### config.mk
export PLATFORM = sky130hd
export DESIGN_NAME = imu_i2c_top
export DESIGN_NICKNAME = d
export VERILOG_FILES = /design/src/logic/imu_i2c_pkg.sv /design/src/logic/i2c_bit_timer.sv /design/src/logic/i2c_byte_shifter.sv /design/src/logic/imu_xfer_sequencer.sv /design/src/logic/imu_sample_store.sv /design/src/logic/imu_i2c_top.sv
export SDC_FILE = /design/constraint.sdc
export NUM_CORES = 1
export LEC_CHECK = 0
export ABC_CLOCK_PERIOD_IN_PS = 1900
export BUFFER_PORTS_ARGS = -buffer_cell sky130_fd_sc_hd__clkbuf_2
export CORE_UTILIZATION = 53
export CTS_CLUSTER_SIZE = 14
export DETAILED_ROUTE_END_ITERATION = 8
export GPL_TIMING_DRIVEN = 0
export PLACE_DENSITY = 0.77
export SLEW_MARGIN = 0
export SYNTH_ARGS = -nofsm -noshare
export SYNTH_HDL_FRONTEND = slang
export SYNTH_SLANG_ARGS = --single-unit
### constraint.sdc
create_clock -name i2c_clk -period 1.9 [get_ports i2c_clk]
set_input_delay 0.38 -clock i2c_clk [delete_from_list [all_inputs] [get_ports i2c_clk]]
set_output_delay 0.38 -clock i2c_clk [all_outputs]
set_load 0.005 [all_outputs]
### src/logic/imu_i2c_pkg.sv
//////////////////////////////////////////////////
// shared types and constants for the IMU I2C master
// rate table assumes i2c_clk cycles per quarter bit
//////////////////////////////////////////////////
package imu_i2c_pkg;

	// bus and sensor constants
	localparam logic [6:0] SENSOR_DEV_ADDR = 7'h6A;  // SA0 tied low
	localparam logic [7:0] OUT_TEMP_L_ADDR = 8'h20;  // first output register
	localparam int         BURST_BYTES     = 14;
	localparam int         SAMPLE_WORDS    = 7;      // temp, gyro xyz, accel xyz

	// rate code selects i2c_clk cycles per quarter bit
	localparam int RATE_W = 2;
	localparam logic [7:0] QUARTER_CYCLES [4] = '{
		8'd2,   // code 0, fastest
		8'd4,
		8'd8,
		8'd16   // code 3, slowest
	};

	typedef enum logic {
		op_cpu_write = 1'b0,  // one register write
		op_hw_stream = 1'b1   // drdy driven burst read
	} op_mode_e;

	// commands from the sequencer to the bit engine
	typedef enum logic [2:0] {
		cmd_start     = 3'd0,
		cmd_stop      = 3'd1,
		cmd_write     = 3'd2,
		cmd_read_ack  = 3'd3,
		cmd_read_nack = 3'd4
	} byte_cmd_e;

	typedef enum logic [3:0] {
		s_idle     = 4'd0,
		s_start    = 4'd1,
		s_dev_addr = 4'd2,
		s_reg_addr = 4'd3,
		s_w_data   = 4'd4,
		s_read     = 4'd5,
		s_stop     = 4'd6
	} seq_state_e;

	// one sensor word, two's complement
	typedef logic signed [15:0] sample_t;

endpackage

### src/logic/i2c_bit_timer.sv
//////////////////////////////////////////////////
// quarter bit strobes, rate taken while not running
//////////////////////////////////////////////////
module i2c_bit_timer (
	input  logic                            i2c_clk,
	input  logic                            i_rst_n,
	input  logic                            i_run,
	input  logic [imu_i2c_pkg::RATE_W-1:0] i_rate,
	output logic                            o_qtr_tick,
	output logic [1:0]                      o_phase
);

	logic [imu_i2c_pkg::RATE_W-1:0] rate_q;
	logic [7:0] cnt;
	logic [7:0] cnt_last;

	assign cnt_last = imu_i2c_pkg::QUARTER_CYCLES[rate_q] - 8'd1;

	// tick marks the end of the quarter shown on o_phase
	always_ff @(posedge i2c_clk or negedge i_rst_n) begin
		if (!i_rst_n) begin
			rate_q     <= '0;
			cnt        <= '0;
			o_qtr_tick <= 1'b0;
			o_phase    <= 2'd0;
		end else if (!i_run) begin
			rate_q     <= i_rate;  // idle between commands
			cnt        <= '0;
			o_qtr_tick <= 1'b0;
			o_phase    <= 2'd0;
		end else begin
			o_qtr_tick <= (cnt == cnt_last);
			if (cnt == cnt_last)
				cnt <= '0;
			else
				cnt <= cnt + 8'd1;
			if (o_qtr_tick)
				o_phase <= o_phase + 2'd1;
		end
	end

	// the shifter drops run right after the last tick of a command
	a_no_tick_idle: assert property (@(posedge i2c_clk) disable iff (!i_rst_n)
		!i_run |-> !o_qtr_tick);

endmodule

### src/logic/i2c_byte_shifter.sv
//////////////////////////////////////////////////
// open drain outputs only, pad tristates sit outside
// SCL stays held low between commands until stop
//////////////////////////////////////////////////
module i2c_byte_shifter (
	input  logic                   i2c_clk,
	input  logic                   i_rst_n,
	input  logic                   i_cmd_valid,
	input  imu_i2c_pkg::byte_cmd_e i_cmd,
	input  logic [7:0]             i_tx_byte,
	input  logic                   i_qtr_tick,
	input  logic [1:0]             i_phase,
	input  logic                   i_sda,
	output logic                   o_run,
	output logic                   o_busy,
	output logic                   o_done,
	output logic                   o_ack_ok,
	output logic [7:0]             o_rx_byte,
	output logic                   o_rx_valid,
	output logic                   o_scl_low,
	output logic                   o_sda_low
);

	imu_i2c_pkg::byte_cmd_e cmd_q;
	logic       active;
	logic [3:0] bit_cnt;
	logic [7:0] shreg;
	logic       is_byte;
	logic       last_bit;
	logic       drive_bit;
	logic       sample_pt;
	logic       bit_end;

	assign is_byte   = (cmd_q != imu_i2c_pkg::cmd_start) && (cmd_q != imu_i2c_pkg::cmd_stop);
	assign last_bit  = (bit_cnt == 4'd8);  // ninth bit is ACK
	assign sample_pt = active && i_qtr_tick && (i_phase == 2'd1);  // start of quarter 2
	assign bit_end   = active && i_qtr_tick && (i_phase == 2'd3);

	// low on SDA: data zero on writes, master ACK on reads
	assign drive_bit = last_bit ? (cmd_q == imu_i2c_pkg::cmd_read_ack)
	                            : (cmd_q == imu_i2c_pkg::cmd_write && !shreg[7]);

	assign o_run     = active;
	assign o_busy    = active;
	assign o_rx_byte = shreg;

	always_ff @(posedge i2c_clk or negedge i_rst_n) begin
		if (!i_rst_n) begin
			active     <= 1'b0;
			cmd_q      <= imu_i2c_pkg::cmd_stop;
			bit_cnt    <= 4'd0;
			o_done     <= 1'b0;
			o_rx_valid <= 1'b0;
			o_ack_ok   <= 1'b0;
			o_scl_low  <= 1'b0;
			o_sda_low  <= 1'b0;
		end else begin
			o_done     <= 1'b0;
			o_rx_valid <= 1'b0;
			if (i_cmd_valid && !active) begin
				active  <= 1'b1;
				cmd_q   <= i_cmd;
				bit_cnt <= 4'd0;
			end else if (active) begin
				case (cmd_q)
					imu_i2c_pkg::cmd_start: begin
						o_scl_low <= (i_phase == 2'd3);
						o_sda_low <= (i_phase >= 2'd2);  // SDA falls with SCL high
					end
					imu_i2c_pkg::cmd_stop: begin
						o_scl_low <= (i_phase == 2'd0);
						o_sda_low <= (i_phase <= 2'd1);  // SDA rises with SCL high
					end
					default: begin
						o_scl_low <= (i_phase == 2'd0) || (i_phase == 2'd3);
						if (i_phase == 2'd0)
							o_sda_low <= drive_bit;
					end
				endcase
				if (sample_pt && last_bit && cmd_q == imu_i2c_pkg::cmd_write)
					o_ack_ok <= !i_sda;  // slave pulls low to ACK
				if (bit_end) begin
					if (!is_byte || last_bit) begin
						active     <= 1'b0;
						o_done     <= 1'b1;
						o_rx_valid <= is_byte && (cmd_q != imu_i2c_pkg::cmd_write);
					end else begin
						bit_cnt <= bit_cnt + 4'd1;
					end
				end
			end
		end
	end

	// MSB first both ways, writes shift their own bits back in
	always_ff @(posedge i2c_clk) begin
		if (i_cmd_valid && !active)
			shreg <= i_tx_byte;
		else if (sample_pt && is_byte && !last_bit)
			shreg <= {shreg[6:0], i_sda};
	end

	a_cmd_when_idle: assert property (@(posedge i2c_clk) disable iff (!i_rst_n)
		i_cmd_valid |-> !o_busy);

	// data only moves while SCL is low
	a_sda_stable: assert property (@(posedge i2c_clk) disable iff (!i_rst_n)
		(!o_scl_low && !$past(o_scl_low) && is_byte) |-> $stable(o_sda_low));

endmodule

### src/logic/imu_xfer_sequencer.sv
//////////////////////////////////////////////////
// i_enable and drdy are levels, seen only in idle
//////////////////////////////////////////////////
module imu_xfer_sequencer (
	input  logic                   i2c_clk,
	input  logic                   i_rst_n,
	input  imu_i2c_pkg::op_mode_e  i_mode,
	input  logic                   i_enable,
	input  logic                   i_drdy,
	input  logic                   i_clear,
	input  logic [6:0]             i_dev_addr,
	input  logic [7:0]             i_reg_addr,
	input  logic [7:0]             i_w_data,
	input  logic                   i_done,
	input  logic                   i_ack_ok,
	input  logic                   i_busy,
	output logic                   o_cmd_valid,
	output imu_i2c_pkg::byte_cmd_e o_cmd,
	output logic [7:0]             o_tx_byte,
	output logic                   o_burst_start,
	output logic                   o_burst_commit,
	output logic                   o_finish,
	output logic                   o_ready
);

	imu_i2c_pkg::seq_state_e state;
	imu_i2c_pkg::byte_cmd_e  next_cmd;
	logic [7:0] next_tx;
	logic [3:0] rd_cnt;
	logic       drdy_s1;
	logic       drdy_s2;
	logic       clear_d;
	logic       clear_rise;
	logic       stream;    // mode taken at transaction start
	logic       rd_phase;  // second half of a stream burst
	logic       xfer_ok;
	logic       issued;
	logic       issue;
	logic       start_req;
	logic       last_rd;

	assign start_req  = (i_mode == imu_i2c_pkg::op_hw_stream) ? drdy_s2 : i_enable;
	assign issue      = (state != imu_i2c_pkg::s_idle) && !issued && !i_busy;
	assign last_rd    = (rd_cnt == 4'(imu_i2c_pkg::BURST_BYTES - 1));
	assign clear_rise = i_clear && !clear_d;
	assign o_ready    = (state == imu_i2c_pkg::s_idle);

	// command for the current step
	always_comb begin
		next_cmd = imu_i2c_pkg::cmd_write;
		next_tx  = i_w_data;
		case (state)
			imu_i2c_pkg::s_start:    next_cmd = imu_i2c_pkg::cmd_start;
			imu_i2c_pkg::s_dev_addr: next_tx  = {i_dev_addr, rd_phase};  // R/W bit
			imu_i2c_pkg::s_reg_addr: next_tx  = stream ? imu_i2c_pkg::OUT_TEMP_L_ADDR
			                                           : i_reg_addr;
			imu_i2c_pkg::s_read:     next_cmd = last_rd ? imu_i2c_pkg::cmd_read_nack
			                                            : imu_i2c_pkg::cmd_read_ack;
			imu_i2c_pkg::s_stop:     next_cmd = imu_i2c_pkg::cmd_stop;
			default: ;
		endcase
	end

	always_ff @(posedge i2c_clk) begin
		if (issue) begin
			o_cmd     <= next_cmd;
			o_tx_byte <= next_tx;
		end
	end

	always_ff @(posedge i2c_clk or negedge i_rst_n) begin
		if (!i_rst_n) begin
			state          <= imu_i2c_pkg::s_idle;
			drdy_s1        <= 1'b0;
			drdy_s2        <= 1'b0;
			clear_d        <= 1'b0;
			stream         <= 1'b0;
			rd_phase       <= 1'b0;
			xfer_ok        <= 1'b0;
			issued         <= 1'b0;
			rd_cnt         <= 4'd0;
			o_cmd_valid    <= 1'b0;
			o_burst_start  <= 1'b0;
			o_burst_commit <= 1'b0;
			o_finish       <= 1'b0;
		end else begin
			drdy_s1        <= i_drdy;
			drdy_s2        <= drdy_s1;
			clear_d        <= i_clear;
			o_cmd_valid    <= 1'b0;
			o_burst_start  <= 1'b0;
			o_burst_commit <= 1'b0;
			if (clear_rise)
				o_finish <= 1'b0;
			if (state == imu_i2c_pkg::s_idle) begin
				if (start_req) begin
					stream   <= (i_mode == imu_i2c_pkg::op_hw_stream);
					rd_phase <= 1'b0;
					xfer_ok  <= 1'b1;
					state    <= imu_i2c_pkg::s_start;
				end
			end else if (issue) begin
				o_cmd_valid <= 1'b1;
				issued      <= 1'b1;
			end else if (i_done) begin
				issued <= 1'b0;
				case (state)
					imu_i2c_pkg::s_start: state <= imu_i2c_pkg::s_dev_addr;
					imu_i2c_pkg::s_dev_addr: begin
						if (!i_ack_ok) begin
							xfer_ok <= 1'b0;  // nobody home
							state   <= imu_i2c_pkg::s_stop;
						end else if (rd_phase) begin
							o_burst_start <= 1'b1;
							rd_cnt        <= 4'd0;
							state         <= imu_i2c_pkg::s_read;
						end else begin
							state <= imu_i2c_pkg::s_reg_addr;
						end
					end
					imu_i2c_pkg::s_reg_addr:
						state <= stream ? imu_i2c_pkg::s_stop : imu_i2c_pkg::s_w_data;
					imu_i2c_pkg::s_w_data: state <= imu_i2c_pkg::s_stop;
					imu_i2c_pkg::s_read: begin
						rd_cnt <= rd_cnt + 4'd1;
						if (last_rd)
							state <= imu_i2c_pkg::s_stop;
					end
					imu_i2c_pkg::s_stop: begin
						if (stream && !rd_phase && xfer_ok) begin
							rd_phase <= 1'b1;  // pointer set, now read back
							state    <= imu_i2c_pkg::s_start;
						end else begin
							state <= imu_i2c_pkg::s_idle;
							if (xfer_ok)
								o_finish <= 1'b1;  // wins over a clear edge
							if (xfer_ok && rd_phase)
								o_burst_commit <= 1'b1;
						end
					end
					default: state <= imu_i2c_pkg::s_idle;
				endcase
			end
		end
	end

endmodule

### src/logic/imu_sample_store.sv
//////////////////////////////////////////////////
// burst bytes arrive low byte first in register order
//////////////////////////////////////////////////
module imu_sample_store (
	input  logic                 i2c_clk,
	input  logic                 i_rst_n,
	input  logic                 i_burst_start,
	input  logic                 i_rx_valid,
	input  logic [7:0]           i_rx_byte,
	input  logic                 i_burst_commit,
	input  logic                 i_latch,
	output imu_i2c_pkg::sample_t o_temp,
	output imu_i2c_pkg::sample_t o_gyro_x,
	output imu_i2c_pkg::sample_t o_gyro_y,
	output imu_i2c_pkg::sample_t o_gyro_z,
	output imu_i2c_pkg::sample_t o_acc_x,
	output imu_i2c_pkg::sample_t o_acc_y,
	output imu_i2c_pkg::sample_t o_acc_z
);

	logic [7:0] burst_buf [imu_i2c_pkg::BURST_BYTES];
	imu_i2c_pkg::sample_t live [imu_i2c_pkg::SAMPLE_WORDS];
	logic [3:0] byte_idx;

	always_ff @(posedge i2c_clk) begin
		if (i_rx_valid)
			burst_buf[byte_idx] <= i_rx_byte;
	end

	always_ff @(posedge i2c_clk or negedge i_rst_n) begin
		if (!i_rst_n) begin
			byte_idx <= 4'd0;
			for (int w = 0; w < imu_i2c_pkg::SAMPLE_WORDS; w++)
				live[w] <= '0;
		end else begin
			if (i_burst_start)
				byte_idx <= 4'd0;
			else if (i_rx_valid)
				byte_idx <= byte_idx + 4'd1;
			if (i_burst_commit) begin
				for (int w = 0; w < imu_i2c_pkg::SAMPLE_WORDS; w++)
					live[w] <= {burst_buf[2*w+1], burst_buf[2*w]};  // high, low
			end
		end
	end

	// outputs only move on latch
	always_ff @(posedge i2c_clk or negedge i_rst_n) begin
		if (!i_rst_n) begin
			o_temp   <= '0;
			o_gyro_x <= '0;
			o_gyro_y <= '0;
			o_gyro_z <= '0;
			o_acc_x  <= '0;
			o_acc_y  <= '0;
			o_acc_z  <= '0;
		end else if (i_latch) begin
			o_temp   <= live[0];
			o_gyro_x <= live[1];
			o_gyro_y <= live[2];
			o_gyro_z <= live[3];
			o_acc_x  <= live[4];
			o_acc_y  <= live[5];
			o_acc_z  <= live[6];
		end
	end

	// sequencer issues exactly one burst worth of reads
	a_idx_range: assert property (@(posedge i2c_clk) disable iff (!i_rst_n)
		byte_idx <= imu_i2c_pkg::BURST_BYTES);

endmodule

### src/logic/imu_i2c_top.sv
//////////////////////////////////////////////////
// pad tristates and pull-ups are external
//////////////////////////////////////////////////
module imu_i2c_top (
	input  logic                            i2c_clk,
	input  logic                            i_rst_n,
	input  imu_i2c_pkg::op_mode_e           i_mode,
	input  logic                            i_enable,
	input  logic                            i_drdy,
	input  logic                            i_clear,
	input  logic [6:0]                      i_dev_addr,
	input  logic [7:0]                      i_reg_addr,
	input  logic [7:0]                      i_w_data,
	input  logic [imu_i2c_pkg::RATE_W-1:0] i_rate,
	input  logic                            i_latch,
	input  logic                            i_sda,
	output logic                            o_scl_low,
	output logic                            o_sda_low,
	output logic                            o_finish,
	output logic                            o_ready,
	output imu_i2c_pkg::sample_t            o_temp,
	output imu_i2c_pkg::sample_t            o_gyro_x,
	output imu_i2c_pkg::sample_t            o_gyro_y,
	output imu_i2c_pkg::sample_t            o_gyro_z,
	output imu_i2c_pkg::sample_t            o_acc_x,
	output imu_i2c_pkg::sample_t            o_acc_y,
	output imu_i2c_pkg::sample_t            o_acc_z
);

	logic       run;
	logic       qtr_tick;
	logic [1:0] phase;
	logic       cmd_valid;
	logic [7:0] tx_byte;
	logic       busy;
	logic       done;
	logic       ack_ok;
	logic [7:0] rx_byte;
	logic       rx_valid;
	logic       burst_start;
	logic       burst_commit;
	imu_i2c_pkg::byte_cmd_e cmd;

	i2c_bit_timer u_timer (
		.i2c_clk    (i2c_clk),
		.i_rst_n    (i_rst_n),
		.i_run      (run),
		.i_rate     (i_rate),
		.o_qtr_tick (qtr_tick),
		.o_phase    (phase)
	);

	i2c_byte_shifter u_shifter (
		.i2c_clk     (i2c_clk),
		.i_rst_n     (i_rst_n),
		.i_cmd_valid (cmd_valid),
		.i_cmd       (cmd),
		.i_tx_byte   (tx_byte),
		.i_qtr_tick  (qtr_tick),
		.i_phase     (phase),
		.i_sda       (i_sda),
		.o_run       (run),
		.o_busy      (busy),
		.o_done      (done),
		.o_ack_ok    (ack_ok),
		.o_rx_byte   (rx_byte),
		.o_rx_valid  (rx_valid),
		.o_scl_low   (o_scl_low),
		.o_sda_low   (o_sda_low)
	);

	imu_xfer_sequencer u_seq (
		.i2c_clk        (i2c_clk),
		.i_rst_n        (i_rst_n),
		.i_mode         (i_mode),
		.i_enable       (i_enable),
		.i_drdy         (i_drdy),
		.i_clear        (i_clear),
		.i_dev_addr     (i_dev_addr),
		.i_reg_addr     (i_reg_addr),
		.i_w_data       (i_w_data),
		.i_done         (done),
		.i_ack_ok       (ack_ok),
		.i_busy         (busy),
		.o_cmd_valid    (cmd_valid),
		.o_cmd          (cmd),
		.o_tx_byte      (tx_byte),
		.o_burst_start  (burst_start),
		.o_burst_commit (burst_commit),
		.o_finish       (o_finish),
		.o_ready        (o_ready)
	);

	imu_sample_store u_store (
		.i2c_clk        (i2c_clk),
		.i_rst_n        (i_rst_n),
		.i_burst_start  (burst_start),
		.i_rx_valid     (rx_valid),
		.i_rx_byte      (rx_byte),
		.i_burst_commit (burst_commit),
		.i_latch        (i_latch),
		.o_temp         (o_temp),
		.o_gyro_x       (o_gyro_x),
		.o_gyro_y       (o_gyro_y),
		.o_gyro_z       (o_gyro_z),
		.o_acc_x        (o_acc_x),
		.o_acc_y        (o_acc_y),
		.o_acc_z        (o_acc_z)
	);

endmodule

==> out/qor.yml <==
run_status:
  status: "finished clean"
synth:
  synth_ff_type: "dfrtp_1"
  synth_top_area_frac: 0.451
  synth_nets: 973
  synth.distinct_cells: 52
  synthTopCellsByArea: "dfrtp_1 (45%), edfxtp_1 (26%), mux2_2 (17%)"
  syn_avg_cell_area_um2: 16.3
  ys_ff_latch: 403
  ys_seq_area_frac: 0.714
  async_flop_share: 0.675
  yosys_warnings: 0
  syn_inst: 926
  yosys.area.top_type: "dfrtp_1"
  synth_edf_count: 131
  netlist_area_mm2: 0.0151
floorplanning:
  core_area_mm2: 0.0279
  io_pins: 149
  initial_core_util: 0.540
  dieArea_mm2: 0.0291
  rows: 61
  die_w_um: 171
  die_h_um: 171
critical_path:
  crit_type: "reg2out"
  endpoint_kind: "output pin"
  reg2reg_depth: 6
  rr_startpoint: "u_timer.rate_q[1]"
  path_max_fanout: 2
  crit_start: "u_seq.state[2]"
  crit_path_start_kind: "flop"
  crit_path_end: "o_ready"
  r2r_slack_ns: 0.03
  cp.required_ns: 1.52
  arrival_ns: 1.49
  r2r_end: "u_timer.cnt[1]"
routing:
  first_pass_iters: 4
  drt-total-wl_um: 28800
  viasPerCell: 5.31
  vias: 8172
  drtIter0Drc: 453
  antenna_left: 0
  drt-wirelength-per-cell_um: 18.7
  drc: 0
sta:
  hold_viol: 0
  timing.final.ws_setup_ns: 0.0265
  finClkSkew_ns: 0.0237
  worst_slew_pin_slew_ns: 0.934
  fin_setup_tns_ns: 0
  maxSlewHeadroom: 0.377
  period_share: 0.986
  rsz0062_at_grt: "yes"
  setup_viol: 0
  slew_violations: 0
  period_minus_slack_ns: 1.87
  timing.fmax_mhz: 534
job:
  maxCapViolCount: 0
placed_design:
  dp_cells: 1453
  gp_congestion: 0.835
  portBuffers: 147
  dp_slack_ns: -0.489
  dp_hpwl_um: 17900
cells_and_area:
  multiInputGateArea_mm2: 0.00415
  area_delta_synth_final_pct: 18.2
  nFillCells: 2002
  finalNetCount: 1177
  drive_above_1_share: 0.413
  fin_cells: 1539
  diodes: 0
  regArea_mm2: 0.0107
clocking:
  cts_max_level: 2
  cts_buffers: 40
  insertion_delay_ns: 0.53
  cts_tree: "yes"
  path_clk_slew_ns: 0.06
  cts-root-buf: "clkbuf_16"
  clock-sinks: 403
  cts_buffer_depth: 3
pwr:
  leakagePower_uw: 0.00838
  peakVddDrop_mv: 0.694
  cellPowerDensity_mw_per_mm2: 981
  power_uw: 17400
global_route:
  antenna_found_initial: 0
  grt_first_pass_wirelength_um: 45700
  grtUsageTotal: 0.207
  grt_pass1_vias: 8342
  globalRouteOverflowTotal: 0
  grt_max_degree: 114
worst_hold_path:
  hp-class: "in2reg"
-- cells in the final DEF (no fill, tap or decap), types with 7 or more instances in the layout --
cell type,synthesis,final
inv_1,12,12
clkbuf_1,11,25
dfrtp_1,271,270
nor2_1,24,24
clkbuf_16,0,41
xor2_1,8,8
mux2_2,227,227
and3_1,8,8
ha_1,14,13
buf_2,19,18
and2_1,11,11
nand2b_1,7,7
edfxtp_1,131,131
nand3_1,11,11
buf_4,0,7
mux2i_1,8,8
clkbuf_2,0,147
a21oi_1,11,11
nand2_1,62,62
-- cells in the mapped netlist, types with 2 or more instances --
cell type / count
o22ai_1: 2
nand2b_1: 7
and2_1: 11
ha_1: 14
nand4_1: 3
nand3_1: 11
and3b_1: 5
o21ai_1: 6
nand3b_1: 2
or3_4: 2
nor2_1: 24
mux2_2: 227
nand2_1: 62
and3_1: 8
nor2b_1: 5
o31ai_1: 2
edfxtp_1: 131
nor3b_2: 2
clkbuf_1: 11
a21oi_1: 11
a22oi_1: 6
nor4_1: 2
o211ai_1: 5
inv_1: 12
buf_2: 19
and4_1: 2
xnor2_1: 5
xor2_1: 8
mux2i_1: 8
o21ai_0: 7
nor3b_1: 6
nor3_1: 4
a21o_1: 2
dfrtp_1: 271
buf_1: 6
-- worst min path at each step --
stage / startpoint / endpoint / slack [ns] / depth (start not counted)
global placement: u_seq.drdy_s1 / u_seq.drdy_s2 / 0.34 / 0
floorplan: i_rst_n / u_seq.clear_d / 0.08 / 0
global route: i_sda / u_shifter.o_ack_ok / 0.07 / 2
detailed placement: u_seq.drdy_s1 / u_seq.drdy_s2 / 0.34 / 0
CTS: i_sda / u_shifter.o_ack_ok / 0.06 / 2
finish: i_sda / u_shifter.o_ack_ok / 0.09 / 2
-- stage by stage --
| step | hold WS (ns) | cell area [um^2] | utilization |
|---|---|---|---|
| floorplan | 0.0844 | 15100 | - |
| global placement | 0.336 | 16300 | 0.584 |
| detailed placement | 0.340 | 16300 | 0.586 |
| CTS | 0.0633 | 17700 | 0.635 |
| global route | 0.0686 | 17800 | 0.639 |
| finish | 0.0872 | 17800 | 0.639 |
-- where the power goes --
| group | internal (uW) | total (uW) | switching, uW |
|---|---|---|---|
| Clock | 4350 | 7470 | 3120 |
| Combinational | 350 | 755 | 405 |
| Sequential | 9070 | 9220 | 155 |
-- state kept, by name (all words and copies together) (netlist names), 4 cells and up --
signal	flops
u_seq.o_tx_byte	8
u_seq.rd_cnt	4
u_shifter.bit_cnt	4
u_shifter.o_rx_byte	8
u_store.burst_buf	112
u_store.byte_idx	4
u_store.live	112
u_store.o_acc_x	16
u_store.o_acc_y	16
u_store.o_acc_z	16
u_store.o_gyro_x	16
u_store.o_gyro_y	16
u_store.o_gyro_z	16
u_store.o_temp	16
u_timer.cnt	8
-- worst max-delay path: stages, from the launching register on --
cell and delay (ns):
dfrtp_2 0.41, or3_4 0.41, inv_4 0.07, clkbuf_2 0.10
-- final cells by class --
class                   instances  share of cell area
repair buffers                163              0.0544
plain buffers                  35             0.00872
well taps                     378              0.0266
flip-flops and latches        403               0.604
multi-input cells             474               0.233
clock inverters                14             0.00753
clock buffers                  59              0.0625
inverters                      13             0.00288
-- logic make-up (layout without fill, tap and decap cells) --
logic type / after synthesis / count (layout) / share of synthesized area
flip-flops: 403 / 403 / 0.714
multiplexers: 236 / 236 / 0.176
AND/OR/NAND/NOR: 162 / 162 / 0.0557
AO/OA/AOI/OAI: 49 / 49 / 0.0217
buffers and inverters: 49 / 284 / 0.0138
adder cells (fa/ha/maj): 14 / 14 / 0.0116
XOR/XNOR: 13 / 13 / 0.00757
-- per-layer routing --
layer,vias to the layer above,routed length (um),global-route usage
li1,3714,-,-
met1,4218,12700,0.280
met2,202,14300,0.347
met3,38,1290,0.0382
met4,0,432,0.0521
met5,-,0,0
-- repair_timing --
| item | CTS | global route |
|---|---|---|
| hold endpoints to repair | 63 | 0 |
| buffers inserted | 7 | 3 |
| hold buffers | 3 | 0 |
| endpoints found under the setup margin | 45 | 185 |
| pin swaps | 3 | 5 |
| resized for setup | 8 | 5 |
| gates cloned | 0 | 1 |
Note: power is estimated with default switching activity, not from simulation.
